--- src/rtl/bus_pkg.sv ---
`default_nettype none

package bus_pkg;

  // ==============================
  // Bus widths
  // ==============================
  localparam int ADDR_WIDTH = 32;
  localparam int DATA_WIDTH = 32;
  localparam int STRB_WIDTH = 4;

  // ==============================
  // Memory map
  // ==============================
  localparam logic [ADDR_WIDTH-1:0] ROM_BASE = 32'h0000_0000;
  localparam logic [ADDR_WIDTH-1:0] ROM_MASK = 32'h0000_00FF;
  localparam logic [ADDR_WIDTH-1:0] CLINT_BASE = 32'h0200_0000;
  localparam logic [ADDR_WIDTH-1:0] CLINT_MASK = 32'h0000_FFFF;
  localparam logic [ADDR_WIDTH-1:0] RAM_BASE = 32'h1000_0000;
  localparam logic [ADDR_WIDTH-1:0] RAM_MASK = 32'h0000_03FF;

  // Word counts of the two memories.
  localparam int ROM_WORDS = 64;
  localparam int ROM_INDEX_WIDTH = $clog2(ROM_WORDS);
  localparam int RAM_WORDS = 256;
  localparam int RAM_INDEX_WIDTH = $clog2(RAM_WORDS);

  // ==============================
  // Timer registers
  // ==============================
  localparam logic [ADDR_WIDTH-1:0] CLINT_MSIP = 32'h0000_0000;
  localparam logic [ADDR_WIDTH-1:0] CLINT_MTIMECMP_LO = 32'h0000_4000;
  localparam logic [ADDR_WIDTH-1:0] CLINT_MTIMECMP_HI = 32'h0000_4004;
  localparam logic [ADDR_WIDTH-1:0] CLINT_MTIME_LO = 32'h0000_BFF8;
  localparam logic [ADDR_WIDTH-1:0] CLINT_MTIME_HI = 32'h0000_BFFC;

  localparam int TICK_DIVIDER = 4;
  localparam int TICK_WIDTH = $clog2(TICK_DIVIDER);

  // Target of the outstanding request.
  typedef enum logic [1:0] {
    TARGET_NONE,
    TARGET_ROM,
    TARGET_RAM,
    TARGET_CLINT
  } target_e;

  // Boot image rule.
  function automatic logic [DATA_WIDTH-1:0] rom_word(input int unsigned index);
    return 32'hB007_0000 + DATA_WIDTH'(index);
  endfunction

endpackage

`default_nettype wire

--- src/rtl/clint_timer.sv ---
`timescale 1ns/1ps
`default_nettype none

module clint_timer (
  input  logic                              clock,
  input  logic                              reset,
  input  logic                              clint_valid,
  input  logic [bus_pkg::ADDR_WIDTH-1:0]    clint_addr,
  input  logic [bus_pkg::DATA_WIDTH-1:0]    clint_wdata,
  input  logic [bus_pkg::STRB_WIDTH-1:0]    clint_wstrb,
  output logic                              clint_ready,
  output logic [bus_pkg::DATA_WIDTH-1:0]    clint_rdata,
  output logic                              clint_error,
  output logic                              msip,
  output logic                              mtip
);

  logic [bus_pkg::TICK_WIDTH-1:0] prescale;
  logic [63:0] mtime;
  logic [63:0] mtimecmp;
  logic [63:0] mtime_next;
  logic [63:0] mtimecmp_next;
  logic msip_next;
  logic tick;
  logic write;
  logic hit;
  logic [bus_pkg::DATA_WIDTH-1:0] read_value;

  // Byte merge of a write into one 32-bit half.
  function automatic logic [31:0] merge(input logic [31:0] old_value,
                                        input logic [31:0] new_value,
                                        input logic [3:0] strobe);
    logic [31:0] result;
    result = old_value;
    for (int b = 0; b < 4; b++) begin
      if (strobe[b]) begin
        result[8*b +: 8] = new_value[8*b +: 8];
      end
    end
    return result;
  endfunction

  assign tick = prescale == bus_pkg::TICK_WIDTH'(bus_pkg::TICK_DIVIDER - 1);
  assign write = clint_valid & |clint_wstrb;

  // ==============================
  // Register access
  // ==============================
  always_comb begin
    mtime_next = mtime + 64'(tick);
    mtimecmp_next = mtimecmp;
    msip_next = msip;
    hit = 1'b1;
    read_value = '0;
    case (clint_addr)
      bus_pkg::CLINT_MSIP: begin
        read_value = {31'b0, msip};
        if (write && clint_wstrb[0]) begin
          msip_next = clint_wdata[0];
        end
      end
      bus_pkg::CLINT_MTIMECMP_LO: begin
        read_value = mtimecmp[31:0];
        if (write) begin
          mtimecmp_next[31:0] = merge(mtimecmp[31:0], clint_wdata, clint_wstrb);
        end
      end
      bus_pkg::CLINT_MTIMECMP_HI: begin
        read_value = mtimecmp[63:32];
        if (write) begin
          mtimecmp_next[63:32] = merge(mtimecmp[63:32], clint_wdata, clint_wstrb);
        end
      end
      bus_pkg::CLINT_MTIME_LO: begin
        read_value = mtime[31:0];
        if (write) begin
          mtime_next[31:0] = merge(mtime[31:0], clint_wdata, clint_wstrb);
        end
      end
      bus_pkg::CLINT_MTIME_HI: begin
        read_value = mtime[63:32];
        if (write) begin
          mtime_next[63:32] = merge(mtime[63:32], clint_wdata, clint_wstrb);
        end
      end
      default: hit = 1'b0;
    endcase
  end

  // Timer state and response.
  always_ff @(posedge clock) begin
    if (reset == 1'b0) begin
      prescale <= '0;
      mtime <= '0;
      mtimecmp <= '1;
      msip <= 1'b0;
      mtip <= 1'b0;
      clint_ready <= 1'b0;
      clint_error <= 1'b0;
    end else begin
      prescale <= tick ? '0 : prescale + 1'b1;
      mtime <= mtime_next;
      mtimecmp <= mtimecmp_next;
      msip <= msip_next;
      mtip <= mtime >= mtimecmp;
      clint_ready <= clint_valid;
      clint_error <= clint_valid & ~hit;
    end
  end

  always_ff @(posedge clock) begin
    if (clint_valid) begin
      clint_rdata <= read_value;
    end
  end

endmodule

`default_nettype wire

--- config.mk ---
export PLATFORM = sky130hd
export DESIGN_NAME = clint_timer
export DESIGN_NICKNAME = d
export VERILOG_FILES = /design/src/rtl/bus_pkg.sv /design/src/rtl/clint_timer.sv
export SDC_FILE = /design/constraint.sdc
export NUM_CORES = 1
export LEC_CHECK = 0
export ABC_AREA = 0
export BUFFER_PORTS_ARGS = -buffer_cell sky130_fd_sc_hd__buf_4
export CAP_MARGIN = 40
export CORE_UTILIZATION = 35
export CTS_BUF_LIST = sky130_fd_sc_hd__clkbuf_4 sky130_fd_sc_hd__clkbuf_8
export CTS_CLUSTER_DIAMETER = 200
export DETAILED_ROUTE_END_ITERATION = 8
export GPL_ROUTABILITY_DRIVEN = 0
export PLACE_DENSITY = 0.51
export SYNTH_ARGS = -nofsm -noshare
export SYNTH_HDL_FRONTEND = slang
export SYNTH_SLANG_ARGS = --single-unit
--- constraint.sdc ---
create_clock -name clock -period 3.2 [get_ports clock]
set_input_delay 0.32 -clock clock [delete_from_list [all_inputs] [get_ports clock]]
set_output_delay 0.32 -clock clock [all_outputs]
set_load 0.05 [all_outputs]
==> impl_results.md <==
- Synth area leaders: dfxtp_1, mux2i_1, edfxtp_1
- Hold Fails Final Rpt: 0
- Leak Pwr: 5.680 nW
- Post-layout minimum cycle time: 2.871 ns
- Total GRT Usage: 22.37%
- Pwr Density: 340.2 nW/um2
- Fmax: 0.3483 GHz
- Clock buffer depth: 2
- Root Driver: clkbuf_8
- Core footprint: 28160 um2
- Synth area leader: dfxtp_1
- GRT overflow: 0
- Die ar.: 29650 um2
- Worst Path Arrival: 3.27 ns
- IO Count: 107
- Synthesized area: 10140 um2
- Footprint of the multi-input gates: 5944 um2
- Routed WL: 33130 um
- Drt wl/cell: 20.03 um
- Antenna violations before repair: 0
- Design area: 11860 um2
- PortBufs: 106
- Endpoint type of the worst setup path: register
- CP top delay family: simple AND/OR/NAND/NOR gates
- Initial DRT Pass Iterations: 5
- Initial DRC Count: 796
- Vias in the first global route: 8604
- Comb pwr share: 7.9%
- Via count: 9360
- Met2 Wirelength: 14430 um
- Max stage delay on crit path: 0.72 ns
- Layout cell share with drive strength beyond 1: 15.83%
- Most common cell after layout, fill and taps aside: buf_4
- Seq pwr share: 53.3%
- Yosys top cell area share: 26.46%
- Htree depth: 4
- Die height: 172.2 um
- Clk_skew: 0.01582 ns
- Clk_lat worst skew: 0.47 ns
- Post-cts gate resize count: 0
- Max stage delay cell, worst path: or4_1
- Avg Inst Size Synth: 8.704 um2
- Post-route DRC violation count: 0
- Syn nets: 1303
- Post-Syn Instances: 1165
- Fin nets: 1402
- Diodes inserted: 0
- CP bufs+invs: 1
- Yosys reg bits: 166
- Cts hold-fix bufs: 0
- Status: finished clean
- Worst Hold Class: input port to register
- CTS tree: done
- Post-Route M1 WL: 16530 um
- Area after DPL: 11470 um2
- Dpl hpwl: 24190 um
- Avg Vias per Cell: 5.659
- Clk slew on worst S/H paths: 0.10 ns
- Final Max Tran Viols: 0
- Most frequent cells in the layout: buf_4, dfxtp_1, mux2i_1
- Worst EP required: 3.60 ns
- # clock sinks: 166
- P&R area growth vs syn: 16.99%
- Unrepaired setup endpoints after global routing: false
- First-pass GRT wire length: 50020 um
- Headroom to the max-slew limit: 55.10%
- Int Pwr: 2.966 mW
- Die width: 172.2 um
- Register area: 3643 um2
- Setup Total Neg Slack: 0 ns
- Filler Cell Count: 2876
- CP Class: register to register
- Worst slew pin tran: 0.6716 ns
- CTS Buf Count: 17
- Routed Antenna Nets: 0
- Crit path max fanout: 8
- Post-synth EDFFs: 32
- Switching power: 1.069 mW
- Initial Util: 36.00%
- Rows: 61
- Synth unique cells: 68
- Post-CTS Setup Bufs: 0
- Sequential share of the synthesized area: 35.93%
- WL met3: 1570 um
- Clock power share: 38.8%
- VDD IR max: 0.0001998 V
- Final cycle utilization of the critical path: 89.73%
- YS warnings: 0
- Largest net degree at the start of global routing: 54
- Top layer in use: met4
- Max_cap viols: 0
- Sw Ratio: 26.49%
- CP Cell Sequence: nand4_1 > or4_1 > buf_4 > nor4_4 > nand4_1 > or3_1 > a31oi_1
- Final setup vio count: 0
- Crit-path most repeated cell: nand4_1
- Nature of the critical path startpoint: register
- Ys async rst share: 0%
- Synth Flop Type: dfxtp_1
[cell families after synthesis]
family	after synthesis	share of synthesized area (%)
buffers and inverters	143	5.442
DFF	166	35.93
and+or+nand+nor	392	20.83
adders and majority gates	67	8.267
xor gates and xnor gates	1	0.08639
muxes	133	13.14
AOI/OAI and AO/OA	263	16.30
[through the flow]
step / util [%] / setup slack, ns / hold WS, ns / std cells / total power, mW
after detailed placement: 40.74 / 0.3144 / 0.4232 / 1623 / 2.523
after global routing: 42.12 / 0.1619 / 0.08085 / 1654 / 4.188
after floorplan: - / 0.7531 / 0.4043 / 1165 / 2.349
final: 42.12 / 0.3285 / 0.1026 / 1654 / 4.035
after global placement: 40.74 / 0.3792 / 0.4172 / 1623 / 2.521
after CTS: 42.12 / 0.3525 / 0.07902 / 1654 / 4.091
[final timing paths]
kind,start,end,slack [ns],depth (start not counted)
max,mtime[19],mtime[63],0.33,7
min,clint_wdata[1],mtimecmp[33],0.10,3
max reg2reg,mtime[19],mtime[63],0.33,7
min reg2reg,prescale[0],prescale[0],0.46,1
[cells in the mapped netlist (6+ instances only)]
library cell / count
clkbuf_1: 59
a211oi_1: 6
nand2_1: 127
a21oi_1: 66
inv_1: 72
edfxtp_1: 32
ha_1: 67
nor3b_1: 9
dfxtp_1: 134
buf_2: 8
and3_1: 15
o22ai_1: 34
nand4_1: 39
and4_1: 10
a221oi_1: 7
and2_1: 8
a31oi_1: 35
nor2_1: 54
mux2i_1: 132
o21ai_0: 57
a311oi_1: 6
nor4_1: 14
nand3_1: 41
or3_1: 13
nor3_1: 22
o211ai_1: 8
[sequential cells by signal, indices dropped and copies added (netlist names)]
signal,cells
msip,1
clint_ready,1
mtime,64
prescale,2
clint_error,1
mtimecmp,64
clint_rdata,32
mtip,1
[area by class of cell]
| cell class | count | share of cell area, % |
|---|---|---|
| sequential | 166 | 30.71 |
| timing repair buffer | 150 | 9.598 |
| inverter | 73 | 2.310 |
| clock inverter | 13 | 1.245 |
| clock buffer | 18 | 2.036 |
| tap | 378 | 3.987 |
| multi-input combinational | 856 | 50.11 |
[power groups by stage]
stage | clock network [mW] | logic [mW] | registers [mW]
after floorplan | 0 | 0.0933 | 2.26
after global routing | 1.70 | 0.338 | 2.15
final | 1.56 | 0.320 | 2.15
after global placement | 0 | 0.321 | 2.20
after CTS | 1.62 | 0.323 | 2.15
after detailed placement | 0 | 0.323 | 2.20
[metal layers]
metal	GRT usage, %	up-vias
li1	-	4547
met1	32.40	4501
met2	33.85	278
met3	3.456	34
met4	6.695	0
met5	0	-
[worst register-to-register path, cell delays in order (launching register included)]
cell and delay (ns):
dfxtp_1 0.48, nand4_1 0.21, or4_1 0.72, buf_4 0.26
nor4_4 0.53, nand4_1 0.14, or3_1 0.32, a31oi_1 0.15
Power figures use the tool's default switching activity.
