--- src/rtl/bus_pkg.sv ---
`default_nettype none

package bus_pkg;

  // ==============================
  // Bus widths
  // ==============================
  localparam int ADDR_WIDTH = 32;
  localparam int DATA_WIDTH = 32;
  localparam int STRB_WIDTH = 4;

  // ==============================
  // Memory map
  // ==============================
  localparam logic [ADDR_WIDTH-1:0] ROM_BASE = 32'h0000_0000;
  localparam logic [ADDR_WIDTH-1:0] ROM_MASK = 32'h0000_00FF;
  localparam logic [ADDR_WIDTH-1:0] CLINT_BASE = 32'h0200_0000;
  localparam logic [ADDR_WIDTH-1:0] CLINT_MASK = 32'h0000_FFFF;
  localparam logic [ADDR_WIDTH-1:0] RAM_BASE = 32'h1000_0000;
  localparam logic [ADDR_WIDTH-1:0] RAM_MASK = 32'h0000_03FF;

  // Word counts of the two memories.
  localparam int ROM_WORDS = 64;
  localparam int ROM_INDEX_WIDTH = $clog2(ROM_WORDS);
  localparam int RAM_WORDS = 256;
  localparam int RAM_INDEX_WIDTH = $clog2(RAM_WORDS);

  // ==============================
  // Timer registers
  // ==============================
  localparam logic [ADDR_WIDTH-1:0] CLINT_MSIP = 32'h0000_0000;
  localparam logic [ADDR_WIDTH-1:0] CLINT_MTIMECMP_LO = 32'h0000_4000;
  localparam logic [ADDR_WIDTH-1:0] CLINT_MTIMECMP_HI = 32'h0000_4004;
  localparam logic [ADDR_WIDTH-1:0] CLINT_MTIME_LO = 32'h0000_BFF8;
  localparam logic [ADDR_WIDTH-1:0] CLINT_MTIME_HI = 32'h0000_BFFC;

  localparam int TICK_DIVIDER = 4;
  localparam int TICK_WIDTH = $clog2(TICK_DIVIDER);

  // Target of the outstanding request.
  typedef enum logic [1:0] {
    TARGET_NONE,
    TARGET_ROM,
    TARGET_RAM,
    TARGET_CLINT
  } target_e;

  // Boot image rule.
  function automatic logic [DATA_WIDTH-1:0] rom_word(input int unsigned index);
    return 32'hB007_0000 + DATA_WIDTH'(index);
  endfunction

endpackage

`default_nettype wire

--- src/rtl/boot_rom.sv ---
`timescale 1ns/1ps
`default_nettype none

module boot_rom (
  input  logic                              clock,
  input  logic                              reset,
  input  logic                              rom_valid,
  input  logic [bus_pkg::ADDR_WIDTH-1:0]    rom_addr,
  input  logic [bus_pkg::STRB_WIDTH-1:0]    rom_wstrb,
  output logic                              rom_ready,
  output logic [bus_pkg::DATA_WIDTH-1:0]    rom_rdata,
  output logic                              rom_error
);

  logic [bus_pkg::DATA_WIDTH-1:0] image [bus_pkg::ROM_WORDS];
  logic [bus_pkg::ROM_INDEX_WIDTH-1:0] index;
  logic write;

  // Image built from the package rule.
  for (genvar i = 0; i < bus_pkg::ROM_WORDS; i++) begin : g_image
    assign image[i] = bus_pkg::rom_word(i);
  end

  assign index = rom_addr[bus_pkg::ROM_INDEX_WIDTH+1:2];
  assign write = |rom_wstrb;

  always_ff @(posedge clock) begin
    if (reset == 1'b0) begin
      rom_ready <= 1'b0;
      rom_error <= 1'b0;
    end else begin
      rom_ready <= rom_valid;
      rom_error <= rom_valid & write;
    end
  end

  // Writes are refused with zero data.
  always_ff @(posedge clock) begin
    if (rom_valid) begin
      rom_rdata <= write ? '0 : image[index];
    end
  end

endmodule

`default_nettype wire

--- config.mk ---
export PLATFORM = sky130hd
export DESIGN_NAME = boot_rom
export DESIGN_NICKNAME = d
export VERILOG_FILES = /design/src/rtl/bus_pkg.sv /design/src/rtl/boot_rom.sv
export SDC_FILE = /design/constraint.sdc
export NUM_CORES = 1
export LEC_CHECK = 0
export ABC_AREA = 0
export BUFFER_PORTS_ARGS = -buffer_cell sky130_fd_sc_hd__buf_2
export CAP_MARGIN = 15
export CORE_MARGIN = 10
export CORE_UTILIZATION = 24
export DETAILED_ROUTE_END_ITERATION = 8
export MAX_ROUTING_LAYER = met4
export PLACE_DENSITY = 0.66
export RECOVER_POWER = 100
export SLEW_MARGIN = 40
export SYNTH_ARGS = -nofsm -noshare
export SYNTH_HDL_FRONTEND = slang
export SYNTH_SLANG_ARGS = --single-unit
--- constraint.sdc ---
create_clock -name clock -period 1.5 [get_ports clock]
set_clock_uncertainty 0.2 [all_clocks]
set_input_delay 0.225 -clock clock [delete_from_list [all_inputs] [get_ports clock]]
set_output_delay 0.225 -clock clock [all_outputs]
set_load 0.02 [all_outputs]
==> results.md, run 1 <==
Clocking:
- Once the clock tree was built, the resizer swapped 0 gates to a different size.
- The CTS buffer count is 3.
- Counting along the longest clock path gives a buffer depth of 2.
- The H-tree depth is 1.
- TritonCTS built the clock tree.
- The clock sink count is 9.
- The clock transition at the registers of the reported paths is about 0.06 ns.
- The root buffer cell is clkbuf_4.
- The count of buffers added by post-CTS timing repair for setup is 0.

Placement:
- Port buffering added 26 buffers.
- Including well taps, the total number of placed cells is 91.
- At the end of routability-driven placement, the weighted congestion stood at about 0.63.
- The half-perimeter wire length after detailed placement is ~1000 µm.

Timing:
- The number of hold violations in the final report was 0.
- The final-layout setup total negative slack is 0 ns.
- The highest achievable clock rate is around 0.74 GHz.
- The share of the clock period used by the worst path after layout is 0.904.
- Setup repair after global routing left no endpoint under its margin.
- The slew at the pin closest to its max-slew limit is approximately 0.6 ns.
- The final number of setup-violating endpoints is 0.
- The worst-case headroom to the max-slew limit is 0.606.
- The post-layout minimum cycle time is around 1.4 ns.
- The max-slew violation count is 0.

Floorplan:
- The starting density of the core is 0.256.
- The width of the die is 66.2 µm.
- The floorplan step defined a die boundary enclosing approximately 4400 µm².
- The number of ports placed on the die boundary is 73.
- The core region is ~2000 µm².
- In this run the core area contains 16 standard-cell rows.
- The vertical die dimension is about 66 µm.

Worst setup path:
- The critical path data required time is about 1.1 ns.
- The largest incremental delay on the critical path is 0.41 ns.
- The arrival time at the worst endpoint is around 0.93 ns.
- Together, buffers and inverters on the worst path number 1.
- Of all nets on the critical path, the largest fanout is 6.
- The dominant delay contributor by cell family on the critical path is flip-flops.
- The critical path goes through clkbuf_1.
- The setup path with the least slack is of type flip-flop to output port.
- The slowest stage of the critical path belongs to the cell edfxtp_1.
- The worst setup path is captured at an output port.
- The critical path launch point type is a flip-flop.

Route:
- Dividing the detail-routed wire length by the instance count gives about 12 µm.
- In the routed layout, each cell is associated on average with a via count of 3.13.
- The final route contains 300 vias.
- After detailed routing, the total wire length is 1150 µm.
- The count of nets left with antenna violations once routing finished came out at 0.
- In this run, the number of DRC markers left after iteration 0 of detailed routing was 3.
- After detailed routing, the number of remaining DRC violations is 0.
- The first TritonRoute pass finished after 3 iterations.

Power and ir drop:
- Of the total power, the clock network draws 0.304.
- The worst-case IR drop observed on VDD is around 0.24 mV.
- The internal power component is approximately 0.00041 W.
- The net switching power is around 0.00018 W.
- The logic gate share of total power is 0.205.
- The leakage power is 0.249 nW.
- The switching portion of total power is 0.304.
- The power share of the sequential group is 0.490.
- The total power density per cell area is 1030 nW/µm².

Flow run:
- The max-cap check violation count is 0.

Finish:
- The final antenna diode count is 0.
- The sequential cells in the finished layout cover a total of roughly 250 µm².
- The multi-input combinational cells in the finished layout cover a total of approximately 140 µm².
- In the final layout, the share of cells above drive strength 1 is 0.232.
- The net count of the finished layout is ~110.
- Once layout is complete, the cells apart from fillers number 96.
- The layout-stage area growth over the synthesis result is 11.2%.
- The count of filler cells inserted in the layout is roughly 240.

GRT:
- Entering global routing, the biggest net connects 9 pins.
- The total routing resource utilization after global routing is 0.0511.
- The number of global-route vias before repair is 354.
- Summed over all layers, the global routing overflow is 0.
- The number of antenna violations at the first check in global routing is 0.
- The first global-routing pass estimated 1570 µm of wire.

Synthesis:
- In this run the cell area of the synthesized design comes to roughly 510 µm².
- The number of distinct standard cells referenced by the synthesized netlist is 7.
- Averaged over all synthesized cells, the footprint is between 10 and 15 µm².
- The flop and latch count out of synthesis is 9.
- The synthesized instance count is 44.
- The warning count from the yosys run is 0.
- For this run, the register share of the synthesized area comes to 0.488.

Run status:
- The flow ran to the end, and the final reports show no timing, DRC or antenna violations.

Worst hold path:
- The type of the worst min-delay path is primary input to flip-flop.
==> metrics by stage <==
stage                     cell area [µm²]   util  setup slack, ns  hold slack [ns]  total power (W)
after floorplan                       584      -            0.353            0.137         0.000427
after global placement                561  0.280            0.227            0.248         0.000419
after detailed placement              561  0.280            0.206            0.263         0.000421
after CTS                             597  0.298            0.174           0.0299         0.000607
after global routing                  571  0.285           0.0764           0.0456         0.000618
final                                 571  0.285            0.145           0.0436         0.000589
==> cells in the mapped netlist <==
library cell | n | area share
conb_1 | 1 | 0.0073
and2_1 | 7 | 0.085
edfxtp_1 | 7 | 0.41
nor2b_1 | 1 | 0.012
nor4_4 | 1 | 0.041
dfxtp_1 | 2 | 0.078
buf_4 | 25 | 0.37
==> sequential cells by signal (all words and copies together) (netlist names) <==
| signal | count |
|---|---|
| rom_ready | 1 |
| rom_error | 1 |
| rom_rdata | 7 |
==> power by group through the flow <==
stage	Combinational, W	Clock (W)	Sequential, W
after detailed placement	0.000127	0	0.000293
final	0.000121	0.000179	0.000289
after CTS	0.000129	0.000189	0.000288
after floorplan	0.000113	0	0.000314
after global placement	0.000126	0	0.000293
after global routing	0.000131	0.000197	0.000291
==> cell type report <==
| cell class | count | area share |
|---|---|---|
| timing repair buffer | 27 | 0.215 |
| clock buffer | 4 | 0.0461 |
| sequential | 9 | 0.439 |
| tap | 27 | 0.0592 |
| multi-input combinational | 29 | 0.241 |
==> path summary, 6_finish.rpt <==
kind	startpoint	to	slack (ns)	depth (start not counted)
hold / removal	rom_addr[2]	rom_rdata[0]	0.04	2
setup / recovery	rom_rdata[29]	rom_rdata[31]	0.14	1
==> logic make-up after synthesis <==
family                 synth area share
AND/OR/NAND/NOR                   0.139
buffers and inverters             0.366
flip-flops                        0.488
other                           0.00731
==> routing by layer <==
layer  GRT usage  vias up  part of all wire
met5           -        -                 0
met4      0.0393        0                 0
met3      0.0339        0              0.16
met2      0.0778       28              0.45
met1      0.0439      128              0.38
li1            -      144                 -
==> cell usage in the layout (no fill, tap or decap) <==
cell           synthesis  final
buf_2                  0     12
clkbuf_4               0      3
dfxtp_1                2      2
clkbuf_1               0     15
edfxtp_1               7      7
conb_1                 1     20
dlygate4sd3_1          0      1
nor2b_1                1      1
nor4_2                 0      1
and2_0                 0      7
==> timing repair <==
action	CTS	global route
hold buffers	1	0
setup endpoints to repair	0	0
endpoints found under the hold margin	1	0
Power figures use the tool's default switching activity.
==> run 2, diff against run 1 <==
Settings changed: BUFFER_PORTS_ARGS -buffer_cell sky130_fd_sc_hd__buf_2 to default, DONT_BUFFER_PORTS from default to 1, PLACE_DENSITY 0.66 to 0.37.
==> results.md, run 2 (synthesis results as in run 1) <==
Run status:
- The flow ran to the end, but the final reports show violations.
- The final reports fail on negative hold slack.

Finish:
- The number of flip-flops under the largest register name is 7.
- After the last flow step, the layout net total stands at 92.
- The library cells used most frequently in the layout, excluding fill and tap cells, are conb_1 (20), dlygate4sd3_1 (9), edfxtp_1 (7), and2_0 (5), clkbuf_4 (4).
- The largest registers in the layout are rom_rdata x7, rom_error x1, rom_ready x1.
- The most common cell after layout, fill and taps aside is conb_1.
- Ranked by flip-flop count, first place goes to rom_rdata.
- With fillers left out, the area of the finished cells amounts to 554 µm².
- The final antenna diode count is 0.
- The fraction of final layout cells with drive strength greater than 1 is 0.0962.
- Compared with the post-synthesis result, the final layout area differs by 8.05%.

Clocking:
- Counting along the longest clock path gives a buffer depth of 2.
- The root buffer cell is clkbuf_4.
- After clock tree synthesis, the setup repair step added 0 buffers.
- TritonCTS built the clock tree.
- Counting every sink on the clock net gives 9.
- The H-tree depth is 1.
- After clock tree synthesis, the clock-pin slew on the worst setup and hold paths is around 0.060 ns.
- The CTS buffer count is 3.
- After clock tree synthesis, the repair step resized 0 gates.
- The hold buffer count at cts is 9.

Worst setup path:
- STA puts the critical path data required time at roughly 1.4 ns.
- STA classifies the critical path startpoint as a primary input.
- The slowest cell on the critical path is dlygate4sd3_1.
- The arrival time at the worst endpoint is roughly 1.3 ns.
- The highest fanout seen on the critical path is 8.
- The critical path goes through dlygate4sd3_1 -> nor4_4 -> and2_0.
- The worst setup path is of the primary input to flip-flop kind.
- In this design, the stage delay of the slowest critical-path cell is 0.57 ns.
- The kind of capture point of the worst setup path is a flip-flop.

Placement:
- The placed instances occupy a cell area of around 450 µm².
- The worst setup slack before clock tree synthesis is 0.300 ns.
- The last weighted congestion value of the routability-driven placer is ~0.55.
- The count of buffers added on input and output ports is 0.

Power and ir drop:
- The switching portion of total power is 0.303.
- The logic gate share of total power is 0.160.
- The net switching power is 0.000177 W.
- Summed over all cells, the static leakage comes to about 0.23 nW.
- The share of total power dissipated in the clock network is 0.316.
- Cell internal power was estimated by the tool at just over 0.0004 W.
- The design draws approximately 0.00058 W.
- The peak supply drop is between 0.3 and 0.4 mV.
- Dividing total power by cell area gives a power density of 1060 nW/µm².
- The share of total power dissipated in sequential elements is 0.524.

Worst hold path:
- The type of the worst min-delay path is primary input to flip-flop.

Route:
- Dividing the detail-routed wire length by the instance count gives around 13 µm.
- The first detailed-routing pass took 2 iterations.
- The average vias per placed instance is between 3 and 4.
- The DRC marker count from the first detailed-route iteration is 2.
- The wire length after detailed routing is a little over 1000 µm.
- For this block, the via count after detailed routing is 246.
- The residual antenna-violating net count after detailed routing is 0.
- In the routed design, unresolved DRC markers number 0.

Timing:
- The max-slew violation count is 0.
- The final-layout setup total negative slack is 0 ns.
- Setup repair after global routing left no endpoint under its margin.
- The final worst-path setup slack is between 0.1 and 0.15 ns.
- The share of the clock period used by the worst path after layout is 0.916.
- The minimum hold slack is -0.0553 ns.
- The highest achievable clock rate is around 0.73 GHz.
- The number of hold violations in the final report is 2.
- The final number of setup-violating endpoints is 0.
- The worst path needs 1.37 ns of the cycle, external delays included.

GRT:
- The number of antenna violations at the first check in global routing came to 0.
- The number of global-route vias before repair is roughly 310.
- For this run, the total global-route usage over all layers was measured as 0.0479.
- The first global-routing pass estimated 1500 µm of wire.
- The global-route congestion overflow total is 0.
- The maximum number of pins on one net before global-route repair is 9.

Floorplan:
- After floorplanning, the core was divided into 16 placement rows.
- 73 I/O pins were placed.
- The area of the core is around 2000 µm².
- The die is roughly 66 µm wide.
- The starting density of the core is 0.256.
- The die covers between 4000 and 5000 µm².
- The die is approximately 66 µm tall.

Flow run:
- The tool flagged a number of max-cap violations equal to 0.
==> run 2: cell types whose count changed in the layout (fill, tap and decap cells not counted), sizes merged <==
| cell | delta |
|---|---|
| buf | -12 |
| dlygate4sd3 | +8 |
| clkbuf | -13 |
==> run 2: layout make-up <==
class | instances | area, µm²
fillers | 230 | 1450
flip-flops and latches | 9 | 250
multi-input cells | 29 | 146
repair buffers | 10 | 97.6
well taps | 27 | 33.8
clock buffers | 4 | 26.3
==> run 2: path summary, 6_finish.rpt <==
kind	start	to	slack (ns)	depth (start not counted)
hold / removal	rom_wstrb[1]	rom_error	-0.06	2
setup / recovery	rom_wstrb[2]	rom_rdata[1]	0.13	3
==> run 2: layer usage <==
layer / vias to the layer above / track usage / share of wire
li1: 114 / - / -
met4: 0 / 0.0314 / 0.0059
met3: 2 / 0.0220 / 0.092
met5: - / - / 0
met1: 108 / 0.0419 / 0.34
met2: 22 / 0.0813 / 0.56
==> run 2: worst max-delay path, delay by kind of cell <==
family | cells | cell delay (ns)
buffers and inverters | 1 | 0.57
and+or+nand+nor | 2 | 0.49
==> run 2: power groups by stage <==
stage	registers [W]	clock network [W]	logic [W]
finish	0.000307	0.000185	0.0000933
global route	0.000309	0.000213	0.000101
global placement	0.000314	0	0.0000733
detailed placement	0.000315	0	0.0000734
floorplan	0.000314	0	0.000113
CTS	0.000309	0.000193	0.0000964
==> run 2: metrics by stage <==
stage,hold slack (ns),instances,utilization
finish,-0.0553,79,0.277
global route,-0.0427,79,0.277
CTS,-0.0586,79,0.283
detailed placement,0.139,66,0.225
global placement,0.139,66,0.225
floorplan,0.137,63,-
