--- config.mk ---
export PLATFORM = sky130hd
export DESIGN_NAME = peripheral_decoder
export DESIGN_NICKNAME = d
export VERILOG_FILES = /design/src/rtl/bus_pkg.sv /design/src/rtl/peripheral_decoder.sv
export SDC_FILE = /design/constraint.sdc
export NUM_CORES = 1
export LEC_CHECK = 0
export BUFFER_PORTS_ARGS = -buffer_cell sky130_fd_sc_hd__buf_4
export CORE_AREA = 4 4 159 161
export CTS_BUF_LIST = sky130_fd_sc_hd__clkbuf_4 sky130_fd_sc_hd__clkbuf_8 sky130_fd_sc_hd__clkbuf_16
export CTS_CLUSTER_DIAMETER = 120
export DETAILED_ROUTE_END_ITERATION = 16
export DIE_AREA = 0 0 163 165
export GPL_TIMING_DRIVEN = 0
export PLACE_DENSITY = 0.43
export REMOVE_ABC_BUFFERS = 1
export SLEW_MARGIN = 30
export SYNTH_ARGS = -nofsm -noshare
export SYNTH_HDL_FRONTEND = slang
export SYNTH_SLANG_ARGS = --single-unit
export TNS_END_PERCENT = 20
--- constraint.sdc ---
create_clock -name clock -period 1.6 [get_ports clock]
set_input_delay 0.24 -clock clock [delete_from_list [all_inputs] [get_ports clock]]
set_output_delay 0.24 -clock clock [all_outputs]
set_load 0.01 [all_outputs]
--- src/rtl/bus_pkg.sv ---
`default_nettype none

package bus_pkg;

  // ==============================
  // Bus widths
  // ==============================
  localparam int ADDR_WIDTH = 32;
  localparam int DATA_WIDTH = 32;
  localparam int STRB_WIDTH = 4;

  // ==============================
  // Memory map
  // ==============================
  localparam logic [ADDR_WIDTH-1:0] ROM_BASE = 32'h0000_0000;
  localparam logic [ADDR_WIDTH-1:0] ROM_MASK = 32'h0000_00FF;
  localparam logic [ADDR_WIDTH-1:0] CLINT_BASE = 32'h0200_0000;
  localparam logic [ADDR_WIDTH-1:0] CLINT_MASK = 32'h0000_FFFF;
  localparam logic [ADDR_WIDTH-1:0] RAM_BASE = 32'h1000_0000;
  localparam logic [ADDR_WIDTH-1:0] RAM_MASK = 32'h0000_03FF;

  // Word counts of the two memories.
  localparam int ROM_WORDS = 64;
  localparam int ROM_INDEX_WIDTH = $clog2(ROM_WORDS);
  localparam int RAM_WORDS = 256;
  localparam int RAM_INDEX_WIDTH = $clog2(RAM_WORDS);

  // ==============================
  // Timer registers
  // ==============================
  localparam logic [ADDR_WIDTH-1:0] CLINT_MSIP = 32'h0000_0000;
  localparam logic [ADDR_WIDTH-1:0] CLINT_MTIMECMP_LO = 32'h0000_4000;
  localparam logic [ADDR_WIDTH-1:0] CLINT_MTIMECMP_HI = 32'h0000_4004;
  localparam logic [ADDR_WIDTH-1:0] CLINT_MTIME_LO = 32'h0000_BFF8;
  localparam logic [ADDR_WIDTH-1:0] CLINT_MTIME_HI = 32'h0000_BFFC;

  localparam int TICK_DIVIDER = 4;
  localparam int TICK_WIDTH = $clog2(TICK_DIVIDER);

  // Target of the outstanding request.
  typedef enum logic [1:0] {
    TARGET_NONE,
    TARGET_ROM,
    TARGET_RAM,
    TARGET_CLINT
  } target_e;

  // Boot image rule.
  function automatic logic [DATA_WIDTH-1:0] rom_word(input int unsigned index);
    return 32'hB007_0000 + DATA_WIDTH'(index);
  endfunction

endpackage

`default_nettype wire

--- src/rtl/peripheral_decoder.sv ---
`timescale 1ns/1ps
`default_nettype none

module peripheral_decoder (
  input  logic                              clock,
  input  logic                              reset,
  input  logic                              mem_valid,
  input  logic [bus_pkg::ADDR_WIDTH-1:0]    mem_addr,
  input  logic [bus_pkg::DATA_WIDTH-1:0]    mem_wdata,
  input  logic [bus_pkg::STRB_WIDTH-1:0]    mem_wstrb,
  output logic                              mem_ready,
  output logic [bus_pkg::DATA_WIDTH-1:0]    mem_rdata,
  output logic                              mem_error,
  output logic                              rom_valid,
  output logic [bus_pkg::ADDR_WIDTH-1:0]    rom_addr,
  output logic [bus_pkg::DATA_WIDTH-1:0]    rom_wdata,
  output logic [bus_pkg::STRB_WIDTH-1:0]    rom_wstrb,
  input  logic                              rom_ready,
  input  logic [bus_pkg::DATA_WIDTH-1:0]    rom_rdata,
  input  logic                              rom_error,
  output logic                              ram_valid,
  output logic [bus_pkg::ADDR_WIDTH-1:0]    ram_addr,
  output logic [bus_pkg::DATA_WIDTH-1:0]    ram_wdata,
  output logic [bus_pkg::STRB_WIDTH-1:0]    ram_wstrb,
  input  logic                              ram_ready,
  input  logic [bus_pkg::DATA_WIDTH-1:0]    ram_rdata,
  input  logic                              ram_error,
  output logic                              clint_valid,
  output logic [bus_pkg::ADDR_WIDTH-1:0]    clint_addr,
  output logic [bus_pkg::DATA_WIDTH-1:0]    clint_wdata,
  output logic [bus_pkg::STRB_WIDTH-1:0]    clint_wstrb,
  input  logic                              clint_ready,
  input  logic [bus_pkg::DATA_WIDTH-1:0]    clint_rdata,
  input  logic                              clint_error
);

  logic rom_hit;
  logic ram_hit;
  logic clint_hit;
  bus_pkg::target_e target;
  bus_pkg::target_e target_q;
  logic error_q;

  // ==============================
  // Request side
  // ==============================
  assign rom_hit = (mem_addr & ~bus_pkg::ROM_MASK) == bus_pkg::ROM_BASE;
  assign ram_hit = (mem_addr & ~bus_pkg::RAM_MASK) == bus_pkg::RAM_BASE;
  assign clint_hit = (mem_addr & ~bus_pkg::CLINT_MASK) == bus_pkg::CLINT_BASE;

  assign rom_valid = mem_valid & rom_hit;
  assign rom_addr = mem_addr - bus_pkg::ROM_BASE;
  assign rom_wdata = mem_wdata;
  assign rom_wstrb = mem_wstrb;

  assign ram_valid = mem_valid & ram_hit;
  assign ram_addr = mem_addr - bus_pkg::RAM_BASE;
  assign ram_wdata = mem_wdata;
  assign ram_wstrb = mem_wstrb;

  assign clint_valid = mem_valid & clint_hit;
  assign clint_addr = mem_addr - bus_pkg::CLINT_BASE;
  assign clint_wdata = mem_wdata;
  assign clint_wstrb = mem_wstrb;

  always_comb begin
    if (rom_hit) begin
      target = bus_pkg::TARGET_ROM;
    end else if (ram_hit) begin
      target = bus_pkg::TARGET_RAM;
    end else if (clint_hit) begin
      target = bus_pkg::TARGET_CLINT;
    end else begin
      target = bus_pkg::TARGET_NONE;
    end
  end

  // Selected target and the error responder.
  always_ff @(posedge clock) begin
    if (reset == 1'b0) begin
      target_q <= bus_pkg::TARGET_NONE;
      error_q <= 1'b0;
    end else begin
      target_q <= mem_valid ? target : bus_pkg::TARGET_NONE;
      error_q <= mem_valid & (target == bus_pkg::TARGET_NONE);
    end
  end

  // ==============================
  // Response side
  // ==============================
  always_comb begin
    case (target_q)
      bus_pkg::TARGET_ROM: begin
        mem_ready = rom_ready;
        mem_rdata = rom_rdata;
        mem_error = rom_error;
      end
      bus_pkg::TARGET_RAM: begin
        mem_ready = ram_ready;
        mem_rdata = ram_rdata;
        mem_error = ram_error;
      end
      bus_pkg::TARGET_CLINT: begin
        mem_ready = clint_ready;
        mem_rdata = clint_rdata;
        mem_error = clint_error;
      end
      default: begin
        mem_ready = error_q;
        mem_rdata = '0;
        mem_error = error_q;
      end
    endcase
  end

endmodule

`default_nettype wire

==> summary.txt, run 1 <==
Layout
  – Layout area overhead: 40.13%
  – Nets: ~550
  – ANT cells: 0
  – Share of layout cells above drive strength 1: a little over 80%
  – Fin cells: about 690
  – Fillers: 2,779

Timing
  – Period Utilization, post-route: 108.1%
  – Highest Clock Rate: between 500 and 600 MHz
  – Worst Tran Pin Value: between 300 and 400 ps
  – Final worst setup slack: -129.3 ps
  – Min cycle time layout: between 1500 and 2000 ps
  – Setup violators final: 34
  – Fin. max-slew vios: 0
  – Hold Vio Cnt, Final: 0
  – RSZ-0062 raised after global routing: true
  – Slew HR: 79.81%
  – Hold slack: 310.0 ps

Global route
  – GRT Overall Usage: a little over a tenth
  – Initial antenna violation count: 0
  – Overflow left after global routing: 0
  – Largest net degree at the start of global routing: 24
  – Global-route wire length before repair: a little under 20,000 µm
  – Vias in the first global route: between 2,000 and 3,000

Route
  – Via total after detailed routing: ~2,400
  – First drt pass iteration count: 4
  – Met3 wire len: roughly 3500 µm
  – Via density: roughly 3.5
  – DR WL/cell: about 23 µm
  – ANT nets after route: 0
  – 1st-iter DRT viols: 103
  – Max Used Layer: met5
  – Met2 wire length: between 5000 and 6000 µm
  – DRT met1 WL: around 6000 µm
  – Routed WL: approximately 16,000 µm
  – Post-route DRC: 0

Place
  – PortBufs: 237
  – Detail Placement HPWL: roughly 13,000 µm
  – Placed instance count: ~680
  – Gpl congestion: 0.7412

Floorplan
  – # rows: 57
  – Die Y: about 170 µm
  – Area of the die: roughly 27,000 µm²
  – Initial core utilization: a little over a tenth
  – Die X-Extent: 163 µm
  – Core area: roughly 24,000 µm²
  – IO Pins: roughly 410

Setup path
  – Setup crit start kind: flop
  – Buf+Inv Stages, Crit Path: 2
  – CP max stage cell: dfxtp_4
  – Crit Path Class: reg2out
  – Critical-path cell list: buf_12 -> mux2_2 -> a22o_1 -> buf_4
  – Crit. End Element: primary output
  – Crit path max-delay family: flip-flops
  – Critical Path AT: 1490 ps
  – Worst setup startpoint: target_q[0]
  – Crit path required time: ~1400 ps
  – Delay of the slowest critical-path stage: 400 ps
  – CP Max Fanout: 17

Clocking
  – CTS tree: built
  – Clock sinks: 3
  – H-Tree Depth: 1
  – Clk slew on worst S/H paths: about 30 ps
  – Clock root buffer: clkbuf_16
  – Num CTS Buffers: 3
  – Largest buffer count on any clock path: 2

Synth
  – Sequential fraction of the synthesis area: under 10%
  – Post-Syn Area: ~2600 µm²
  – Synth Instances: between 300 and 400
  – Seq cells post-synth: 3
  – Synth unique cells: 29
  – Post-Syn Area per Cell: 8.092 µm²
  – Synth Warn #: 0

Status
  – Status: finished with violations
  – Failing checks: negative setup slack

Pwr
  – Pwr/cell area: 303.6 nW/µm²
  – Maximum vdd drop: around 0.00027 V
  – LEAKAGE: 0.001730 µW

Min path
  – Hold Crit Class: in2reg
  – HP Start: mem_valid

Run
  – Max Cap Violations: 0
-- layer usage --
layer  GRT usage (%)  vias to the layer above
met2           13.92                      353
met1           11.79                     1076
li1                -                      975
met4          0.9150                        6
met3           10.56                       15
met5           5.682                        -
-- Yosys cell counts --
| master | number | share of area [%] |
|---|---|---|
| mux2_2 | 32 | 14 |
| nand4b_1 | 1 | 0.34 |
| nand3_1 | 2 | 0.39 |
| clkbuf_1 | 3 | 0.43 |
| nor2b_1 | 1 | 0.24 |
| buf_4 | 193 | 56 |
| nor3b_1 | 1 | 0.29 |
| a21boi_2 | 1 | 0.43 |
| a21oi_1 | 1 | 0.19 |
| and2_1 | 1 | 0.24 |
| and3b_1 | 1 | 0.34 |
| buf_2 | 9 | 1.7 |
| nand4_2 | 1 | 0.48 |
| or3_1 | 1 | 0.24 |
| nor4_1 | 1 | 0.24 |
| xor2_1 | 4 | 1.3 |
| nor3_1 | 3 | 0.58 |
| ha_1 | 4 | 1.9 |
| nor4_4 | 1 | 0.82 |
| nand2_1 | 2 | 0.29 |
| mux4_2 | 2 | 1.7 |
| o21ai_0 | 1 | 0.19 |
| a22o_1 | 32 | 11 |
| nor2_1 | 5 | 0.72 |
| nor4_2 | 3 | 1.4 |
| xnor2_1 | 3 | 1.0 |
| dfxtp_1 | 3 | 2.3 |
| and3_4 | 1 | 0.43 |
| inv_1 | 8 | 1.2 |
-- state kept, by name, indices dropped and copies added (netlist names) --
register,cells
error_q,1
target_q,2
-- report_power, final --
part,leakage (µW),switching [µW],internal (µW),total (µW)
registers,0.0000261,0.725,73.3,74.1
logic,0.00166,226,392,618
clock network,0.0000416,67.4,346,413
-- cells by family after synthesis --
family                   Yosys count  synth area share [%]
AO/OA/AOI/OAI                     35                 11.61
XOR/XNOR                           7                 2.360
adder cells (fa/ha/maj)            4                 1.927
buffers and inverters            213                 59.10
flip-flops                         3                 2.312
multiplexers                      34                 15.61
AND/OR/NAND/NOR                   25                 7.082
-- placed cells by master (no fill, tap or decap), types with 2 or more instances in the layout --
| master | count |
|---|---|
| buf_4 | 228 |
| a22o_1 | 32 |
| mux2_2 | 22 |
| buf_6 | 14 |
| mux2_4 | 10 |
| inv_1 | 8 |
| nor2_1 | 5 |
| xor2_1 | 4 |
| xnor2_1 | 3 |
| nor4_2 | 3 |
| clkbuf_16 | 3 |
| nor3_1 | 2 |
| mux4_2 | 2 |
| nor4_4 | 2 |
| nand3_1 | 2 |
| ha_2 | 2 |
| ha_1 | 2 |
| buf_16 | 2 |
| buf_12 | 2 |
| dfxtp_4 | 2 |
-- repair_timing --
action                                  4_1_cts  5_1_grt
gates resized for setup                      18       16
hold buffers                                  0        0
pin swaps                                     3        5
endpoints found under the setup margin       34       38
buffers inserted                              8        0
-- through the flow --
stage / setup TNS, ps / total power, µW / setup WS (ps) / util, % / cell area [µm²]
3_3_place_gp: -109640 / 679.1 / -3419 / 13.67 / 3277
2_1_floorplan: -39640 / 174.2 / -1226 / - / 1092
4_1_cts: -4594 / 1106 / -164.1 / 14.93 / 3578
6_report: -3305 / 1105 / -129.3 / 15.19 / 3640
5_1_grt: -5656 / 1172 / -200.6 / 15.19 / 3640
3_5_place_dp: -13730 / 679.3 / -515.3 / 13.96 / 3344
-- area by class of cell --
| class | count | area, µm² | area share [%] |
|---|---|---|---|
| tap | 324 | 405.4 | 11.14 |
| inverter | 8 | 30.03 | 0.8250 |
| multi-input combinational | 105 | 1075 | 29.53 |
| clock buffer | 4 | 82.58 | 2.269 |
| timing repair buffer | 247 | 1979 | 54.38 |
| sequential | 3 | 67.56 | 1.856 |
-- worst min-delay path, stage by stage --
cell and delay [ps]:
buf_4 110, nand2_1 80, a21oi_1 50
-- worst paths after layout --
check	slack (ps)	endpoint	cells past startpoint
worst max-delay path	-130	mem_rdata[12]	4
worst min-delay path	310	target_q[0]	3
Power figures use the tool's default switching activity.
==> inputs of run 2 (changes only) <==
--- a/config.mk
+++ b/config.mk
@@ -13,7 +13,7 @@
 export DIE_AREA = 0 0 163 165
 export GPL_TIMING_DRIVEN = 0
 export PLACE_DENSITY = 0.43
-export REMOVE_ABC_BUFFERS = 1
+export SKIP_LAST_GASP = 1
 export SLEW_MARGIN = 30
 export SYNTH_ARGS = -nofsm -noshare
 export SYNTH_HDL_FRONTEND = slang
==> run 2 against run 1 <==
The run still ends with negative setup slack left. Clock power about the same. Worst hold slack better by 8.1 ps. Critical path depth up 1. Count of clock-buffer cells in the layout unchanged. Via count up 33%. Wire length down 11%. Die area unchanged. Sequential power up 6.2%. Fmax down 3.5%. Largest power group unchanged.
==> summary.txt, run 2 (synthesis gave the netlist of run 1 again) <==
Pwr
  – Pint: 1298 µW (+60%)
  – Comb power frac: 73.0% (+17 points)
  – Pwr/cell area: 298.2 nW/µm² (-1.8%)
  – Switch share: 28.78% (+2.2 points)
  – Net Sw Power: 524.6 µW (+79%)
  – Maximum vdd drop: 0.0002194 V (-18%)
  – Part of the power in the clock network: 22.6% (-15 points)
  – LEAKAGE: 0.003315 µW (+92%)
  – Flop pwr share: 4.3% (-2.4 points)

Global route
  – Overflow left after global routing: 0 (unchanged)
  – GRT Overall Usage: 8.637% (-1.8 points)
  – Largest net degree at the start of global routing: 11 (-54%)
  – Global-route wire length before repair: 18,460 µm (-6.8%)
  – Initial antenna violation count: 0 (unchanged)
  – Vias in the first global route: 3,202 (+25%)

Layout
  – Share of layout cells above drive strength 1: 89.71% (+8.0 points)
  – Commonest non-fill, non-tap cell in the layout: buf_4
  – Most frequent cells in the layout: 559 x buf_4, 32 x a22o_1, 27 x mux2_2
  – Final Core Density: 25.51% (+10 points)
  – Fin cells: 1,024 (+48%)
  – Multi-input logic area: 1055 µm² (-1.9%)
  – ANT cells: 0 (unchanged)
  – Register area: 63.81 µm² (-5.6%)
  – Nets: 878 (+61%)
  – Fillers: 2,664 (-4.1%)
  – Largest register FFs: 2 (unchanged)
  – Layout area overhead: 135.4%
  – Largest Register: target_q
  – Top flop regs: target_q (2), error_q (1)

Setup path
  – Crit Path Class: reg2out
  – CP max stage cell: dfxtp_4
  – Critical-path cell list: buf_12 -> buf_12 -> mux2_2 -> a22o_1 -> buf_4
  – Delay of the slowest critical-path stage: 360 ps (-40 ps)
  – Crit path required time: 1360 ps (about the same)
  – CP Max Fanout: 10 (-7)
  – Crit-path most repeated cell: buf_12
  – Setup crit start kind: flop
  – Critical Path AT: 1550 ps (+60 ps)
  – Crit. End Element: primary output

Place
  – Placed instance count: 1,014 (+49%)
  – PortBufs: 369 (+56%)
  – Detail Placement HPWL: 12,410 µm (-3.3%)
  – Gpl congestion: 0.7004 (-5.5%)

Status
  – Status: finished with violations
  – Failing checks: negative setup slack

Clocking
  – Largest buffer count on any clock path: 2 (unchanged)
  – H-Tree Depth: 1 (unchanged)
  – Num CTS Buffers: 3 (unchanged)
  – Clock root buffer: clkbuf_16
  – Clk slew on worst S/H paths: 30 ps (about the same)
  – Clock sinks: 3 (unchanged)
  – CTS tree: built

Floorplan
  – Initial core utilization: 10.84% (unchanged)
  – Die Y: 165 µm (unchanged)
  – # rows: 57 (unchanged)
  – Die X-Extent: 163 µm (unchanged)
  – Core area: 23,960 µm² (unchanged)
  – IO Pins: 414 (unchanged)
  – Area of the die: 26,900 µm² (unchanged)

Route
  – Via total after detailed routing: 3,224 (+33%)
  – DR WL/cell: 13.62 µm (-40%)
  – Via density: 3.148 (-10%)
  – First drt pass iteration count: 4 (unchanged)
  – 1st-iter DRT viols: 84 (-18%)
  – ANT nets after route: 0 (unchanged)
  – Routed WL: 13,950 µm (-11%)
  – Post-route DRC: 0 (unchanged)

Timing
  – Setup violators final: 34 (unchanged)
  – Highest Clock Rate: 558.3 MHz (-3.5%)
  – Fin. max-slew vios: 0 (unchanged)
  – RSZ-0062 raised after global routing: true
  – Hold Vio Cnt, Final: 0 (unchanged)
  – Slew HR: 70.77% (-9.0 points)
  – Min cycle time layout: 1791 ps (+61.81 ps)
  – Worst Tran Pin Value: 438.5 ps (+138.0 ps)
  – Sum Neg Setup Slack: -5177 ps (-1872 ps)
  – Final worst setup slack: -191.1 ps (-61.81 ps)
  – Period Utilization, post-route: 111.9% (+3.9 points)

Synth
  – Syn Nets: 498

Min path
  – Hold Crit Depth: 3 (unchanged)
  – Hold endpoint: target_q[0]
  – Hold Crit Class: in2reg
  – HP Start: mem_valid

Run
  – Max Cap Violations: 0 (unchanged)
run 2: changes by cell type in the layout (fill, tap and decap cells not counted), sizes merged:
cell    previous run  this run
clkbuf             4         7
buf              247       577
run 2: how the worst max path moves through the flow:
stage	startpoint	to	slack, ps	depth (start not counted)
finish	target_q[0]	mem_rdata[1]	-190	5
global placement	target_q[0]	mem_rdata[9]	-340	5
global route	target_q[0]	mem_rdata[16]	-240	5
CTS	target_q[0]	mem_rdata[1]	-210	5
floorplan	target_q[0]	mem_rdata[0]	150	4
detailed placement	target_q[0]	mem_rdata[9]	-350	5
run 2: layer usage:
metal | up-vias | track usage, % | routed length, µm
met3 | 2 | 1.722 | 1102
li1 | 1641 | - | -
met5 | - | 0 | 0
met2 | 160 | 16.08 | 7399
met4 | 0 | 1.029 | 41
met1 | 1421 | 10.56 | 5405
run 2: layout make-up:
type	instances	share of cell area (%)
multi-input cells	105	17.25
flip-flops and latches	3	1.044
clock buffers	4	1.351
inverters	8	0.4912
repair buffers	376	47.20
plain buffers	204	26.03
well taps	324	6.631
run 2: power by group through the flow:
stage / Clock, µW / Sequential, µW / Combinational, µW
after floorplan: 0 / 78.1 / 593
after global placement: 0 / 81.6 / 1340
after detailed placement: 0 / 81.7 / 1340
after CTS: 421 / 78.9 / 1340
after global routing: 427 / 78.6 / 1420
final: 413 / 78.7 / 1330
run 2: per-stage QoR:
| stage | cell area, µm² | worst slack [ps] | total power, µW | hold WS, ps |
|---|---|---|---|---|
| 5_1_grt | 6113 | -240.5 | 1928 | 367.7 |
| 6_report | 6113 | -191.1 | 1823 | 318.1 |
| 2_1_floorplan | 2597 | 145.4 | 671.2 | 394.3 |
| 3_3_place_gp | 5773 | -338.6 | 1420 | 551.9 |
| 3_5_place_dp | 5773 | -345.5 | 1417 | 572.9 |
| 4_1_cts | 6050 | -211.8 | 1843 | 331.6 |
run 2: repair_timing:
action                                  in CTS  in global routing
cloned                                       2                  0
endpoints found under the setup margin      37                 39
setup buffers                                4                  1
resized for setup                           37                 15
pin swaps                                    0                  2
hold buffers                                 0                  0
run 2: critical path: cells and delay by family, from the launching register on:
kind / cells / cell delay (ps)
buf+inv: 3 / 430
flops: 1 / 360
mux: 1 / 350
compound gates: 1 / 180
==> inputs of run 3 (changes only) <==
==> config.mk (replaced) <==
export PLATFORM = sky130hd
export DESIGN_NAME = peripheral_decoder
export DESIGN_NICKNAME = d
export VERILOG_FILES = /design/src/rtl/bus_pkg.sv /design/src/rtl/peripheral_decoder.sv
export SDC_FILE = /design/constraint.sdc
export NUM_CORES = 1
export LEC_CHECK = 0
export ABC_AREA = 1
export CORE_AREA = 4 4 159 161
export CTS_BUF_LIST = sky130_fd_sc_hd__clkbuf_4 sky130_fd_sc_hd__clkbuf_8 sky130_fd_sc_hd__clkbuf_16
export CTS_CLUSTER_DIAMETER = 120
export DETAILED_ROUTE_END_ITERATION = 16
export DIE_AREA = 0 0 163 165
export DONT_BUFFER_PORTS = 1
export GPL_TIMING_DRIVEN = 0
export PLACE_DENSITY = 0.3
export SKIP_LAST_GASP = 1
export SLEW_MARGIN = 30
export SYNTH_ARGS = -nofsm -noshare
export SYNTH_HDL_FRONTEND = slang
export SYNTH_SLANG_ARGS = --single-unit
export TNS_END_PERCENT = 5
==> run 3 against run 2 <==
The run now ends clean. Final area is 49% lower. First-iteration DRC count shrank 40%. Setup slack improved by 240 ps. Cell count decreased by 26%. Sequential power down 2%. Non-clock buffer count shrank 372. Largest cell class unchanged. Largest power group unchanged. Highest routed layer unchanged.
==> summary.txt, run 3 <==
Layout
  – Fillers: 2,819 (+5.8%)
  – Layout area overhead: 23.24%
  – Share of layout cells above drive strength 1: 51.96% (-38 points)
  – Largest register FFs: 2 (unchanged)
  – Nets: 611 (-30%)
  – Commonest non-fill, non-tap cell in the layout: buf_4
  – ANT cells: 0 (unchanged)
  – Fin cells: 757 (-26%)
  – Most frequent cells in the layout: 200 x buf_4, 127 x nand2_1, 32 x nand3_1
  – Largest Register: target_q
  – Top flop regs: target_q (2), error_q (1)

Clocking
  – Num CTS Buffers: 3 (unchanged)
  – Clock sinks: 3 (unchanged)
  – Largest buffer count on any clock path: 2 (unchanged)
  – Hold Buf Count CTS: 0 (unchanged)
  – H-Tree Depth: 1 (unchanged)
  – CTS tree: built
  – Clk slew on worst S/H paths: 30 ps (about the same)
  – Clock root buffer: clkbuf_16

Timing
  – RSZ-0062 raised after global routing: true
  – Sum Neg Setup Slack: 0 ps (+5177 ps)
  – Final worst setup slack: 48.68 ps (+239.8 ps)
  – Slew HR: 81.25% (+10 points)
  – Setup violators final: 0 (-100%)
  – Worst Tran Pin Value: 280.3 ps (-158.2 ps)
  – Highest Clock Rate: 644.6 MHz (+15%)
  – Period Utilization, post-route: 96.96% (-15 points)
  – Fin. max-slew vios: 0 (unchanged)
  – Hold Vio Cnt, Final: 0 (unchanged)
  – Hold slack: 195.2 ps (-122.9 ps)
  – Min cycle time layout: 1551 ps (-239.8 ps)

Pwr
  – Switch share: 32.02% (+3.2 points)
  – Maximum vdd drop: 0.0003334 V (+52%)
  – Pwr/cell area: 353.6 nW/µm² (+19%)
  – Comb power frac: 55.4% (-18 points)
  – Part of the power in the clock network: 37.6% (+15 points)
  – Pint: 749.4 µW (-42%)
  – LEAKAGE: 0.001577 µW (-52%)
  – Flop pwr share: 7.0% (+2.7 points)
  – Overall Power: 1102 µW (-40%)
  – Net Sw Power: 353.0 µW (-33%)

Min path
  – Hold Crit Class: in2reg

Setup path
  – Setup crit start kind: flop
  – Crit. End Element: primary output
  – Crit path required time: 1360 ps (about the same)
  – Critical Path AT: 1310 ps (-240 ps)
  – Crit Path Class: reg2out
  – CP Max Fanout: 10 (unchanged)

Floorplan
  – Die X-Extent: 163 µm (unchanged)
  – IO Pins: 414 (unchanged)
  – Die Y: 165 µm (unchanged)
  – Initial core utilization: 10.56% (-0.28 points)
  – Core area: 23,960 µm² (unchanged)
  – Area of the die: 26,900 µm² (unchanged)
  – # rows: 57 (unchanged)

Route
  – ANT nets after route: 0 (unchanged)
  – Routed WL: 11,310 µm (-19%)
  – 1st-iter DRT viols: 50 (-40%)
  – DR WL/cell: 14.94 µm (+9.7%)
  – Via density: 3.149 (about the same)
  – First drt pass iteration count: 4 (unchanged)
  – Via total after detailed routing: 2,384 (-26%)
  – Post-route DRC: 0 (unchanged)

Synth
  – Syn Nets: 600 (+20%)
  – Post-synth top area share: 58.46% (+2.7 points)
  – Synth area leader: buf_4
  – Synth top area cells: buf_4 58%, nand2_1 19%, nand3_1 6.9%
  – Post-synth EDFFs: 0 (unchanged)
  – Synth unique cells: 17 (-41%)
  – Post-Syn Area per Cell: 5.981 µm² (-26%)
  – Sequential fraction of the synthesis area: 2.374% (+0.062 points)
  – Post-synth top cells: 197 x buf_4, 127 x nand2_1, 35 x nand3_1
  – Post-Syn Area: 2530 µm² (-2.6%)
  – Most used DFF post-synth: dfxtp_1
  – Ys async rst share: 0% (unchanged)
  – Synth Instances: 423 (+32%)
  – Synth Warn #: 0 (unchanged)
  – Most frequent cell after synthesis: buf_4
  – Seq cells post-synth: 3 (unchanged)

Global route
  – Overflow left after global routing: 0 (unchanged)
  – GRT Overall Usage: 6.741% (-1.9 points)
  – Largest net degree at the start of global routing: 11 (unchanged)
  – Global-route wire length before repair: 13,820 µm (-25%)
  – Vias in the first global route: 2,411 (-25%)
  – Initial antenna violation count: 0 (unchanged)

Place
  – Detail Placement HPWL: 10,300 µm (-17%)
  – Placed instance count: 747 (-26%)
  – Pre-CTS setup slack: -22.76 ps (+322.7 ps)
  – PortBufs: 0 (-100%)
  – Gpl congestion: 0.7050 (+0.66%)

Run
  – Max Cap Violations: 0 (unchanged)

Status
  – Status: complete, no violations
[run 3: cell types whose count changed in the layout (fill, tap and decap cells not counted), moves of 5 or more]
cell	before	now
a22o_1	32	0
nand2_1	2	127
nand3_1	2	32
mux2_4	5	0
nor2_1	5	23
mux2_2	27	0
buf_4	559	200
[run 3: repair_timing]
item	in CTS	in global routing
pin swaps	1	0
setup buffers	5	1
endpoints found under the setup margin	32	25
gates resized for setup	8	5
[run 3: final timing paths]
kind	startpoint	end	slack, ps	cells past startpoint
worst max-delay path	target_q[1]	mem_rdata[19]	50	5
worst min-delay path	mem_valid	target_q[0]	200	2
[run 3: metrics by stage]
step	util [%]	area, µm²
finish	13.01	3118
global route	13.01	3118
CTS	12.89	3089
detailed placement	12.25	2935
global placement	12.25	2935
floorplan	-	2530
[run 3: power groups by stage]
stage          Sequential, µW  Combinational [µW]  Clock [µW]
4_1_cts                  77.0                 624         421
6_report                 77.0                 611         415
2_1_floorplan            77.9                 561           0
5_1_grt                  77.1                 654         430
3_5_place_dp             78.1                 624           0
3_3_place_gp             78.0                 633           0
[run 3: worst max-delay path, stage by stage, from the launching register on]
cell and delay (ps):
dfxtp_2 370, nand2_1 100, inv_4 150, buf_6 170, nand2_1 100, nand3_1 190
[run 3: area by class of cell]
cell class / instances / area, µm² / share of cell area (%)
plain buffers: 202 / 1543 / 49.48
clock buffers: 4 / 82.58 / 2.648
inverters: 15 / 61.31 / 1.966
multi-input cells: 203 / 905.9 / 29.05
flip-flops and latches: 3 / 62.56 / 2.006
well taps: 324 / 405.4 / 13.00
repair buffers: 6 / 57.56 / 1.846
[run 3: cells by family after synthesis]
group | share of synthesized area [%]
AOI/OAI and AO/OA | 0.3953
xor gates and xnor gates | 1.731
adders and majority gates | 1.978
buffers and inverters | 62.41
DFF | 2.374
and+or+nand+nor | 31.11
[run 3: routing by layer]
layer	global-route usage, %	vias up	part of all wire, %	routed length, µm
met2	12.40	202	51	5817
li1	-	1118	-	-
met5	0	-	0	0
met3	1.472	22	9.1	1031
met4	2.745	0	3.7	417
met1	7.518	1042	36	4045
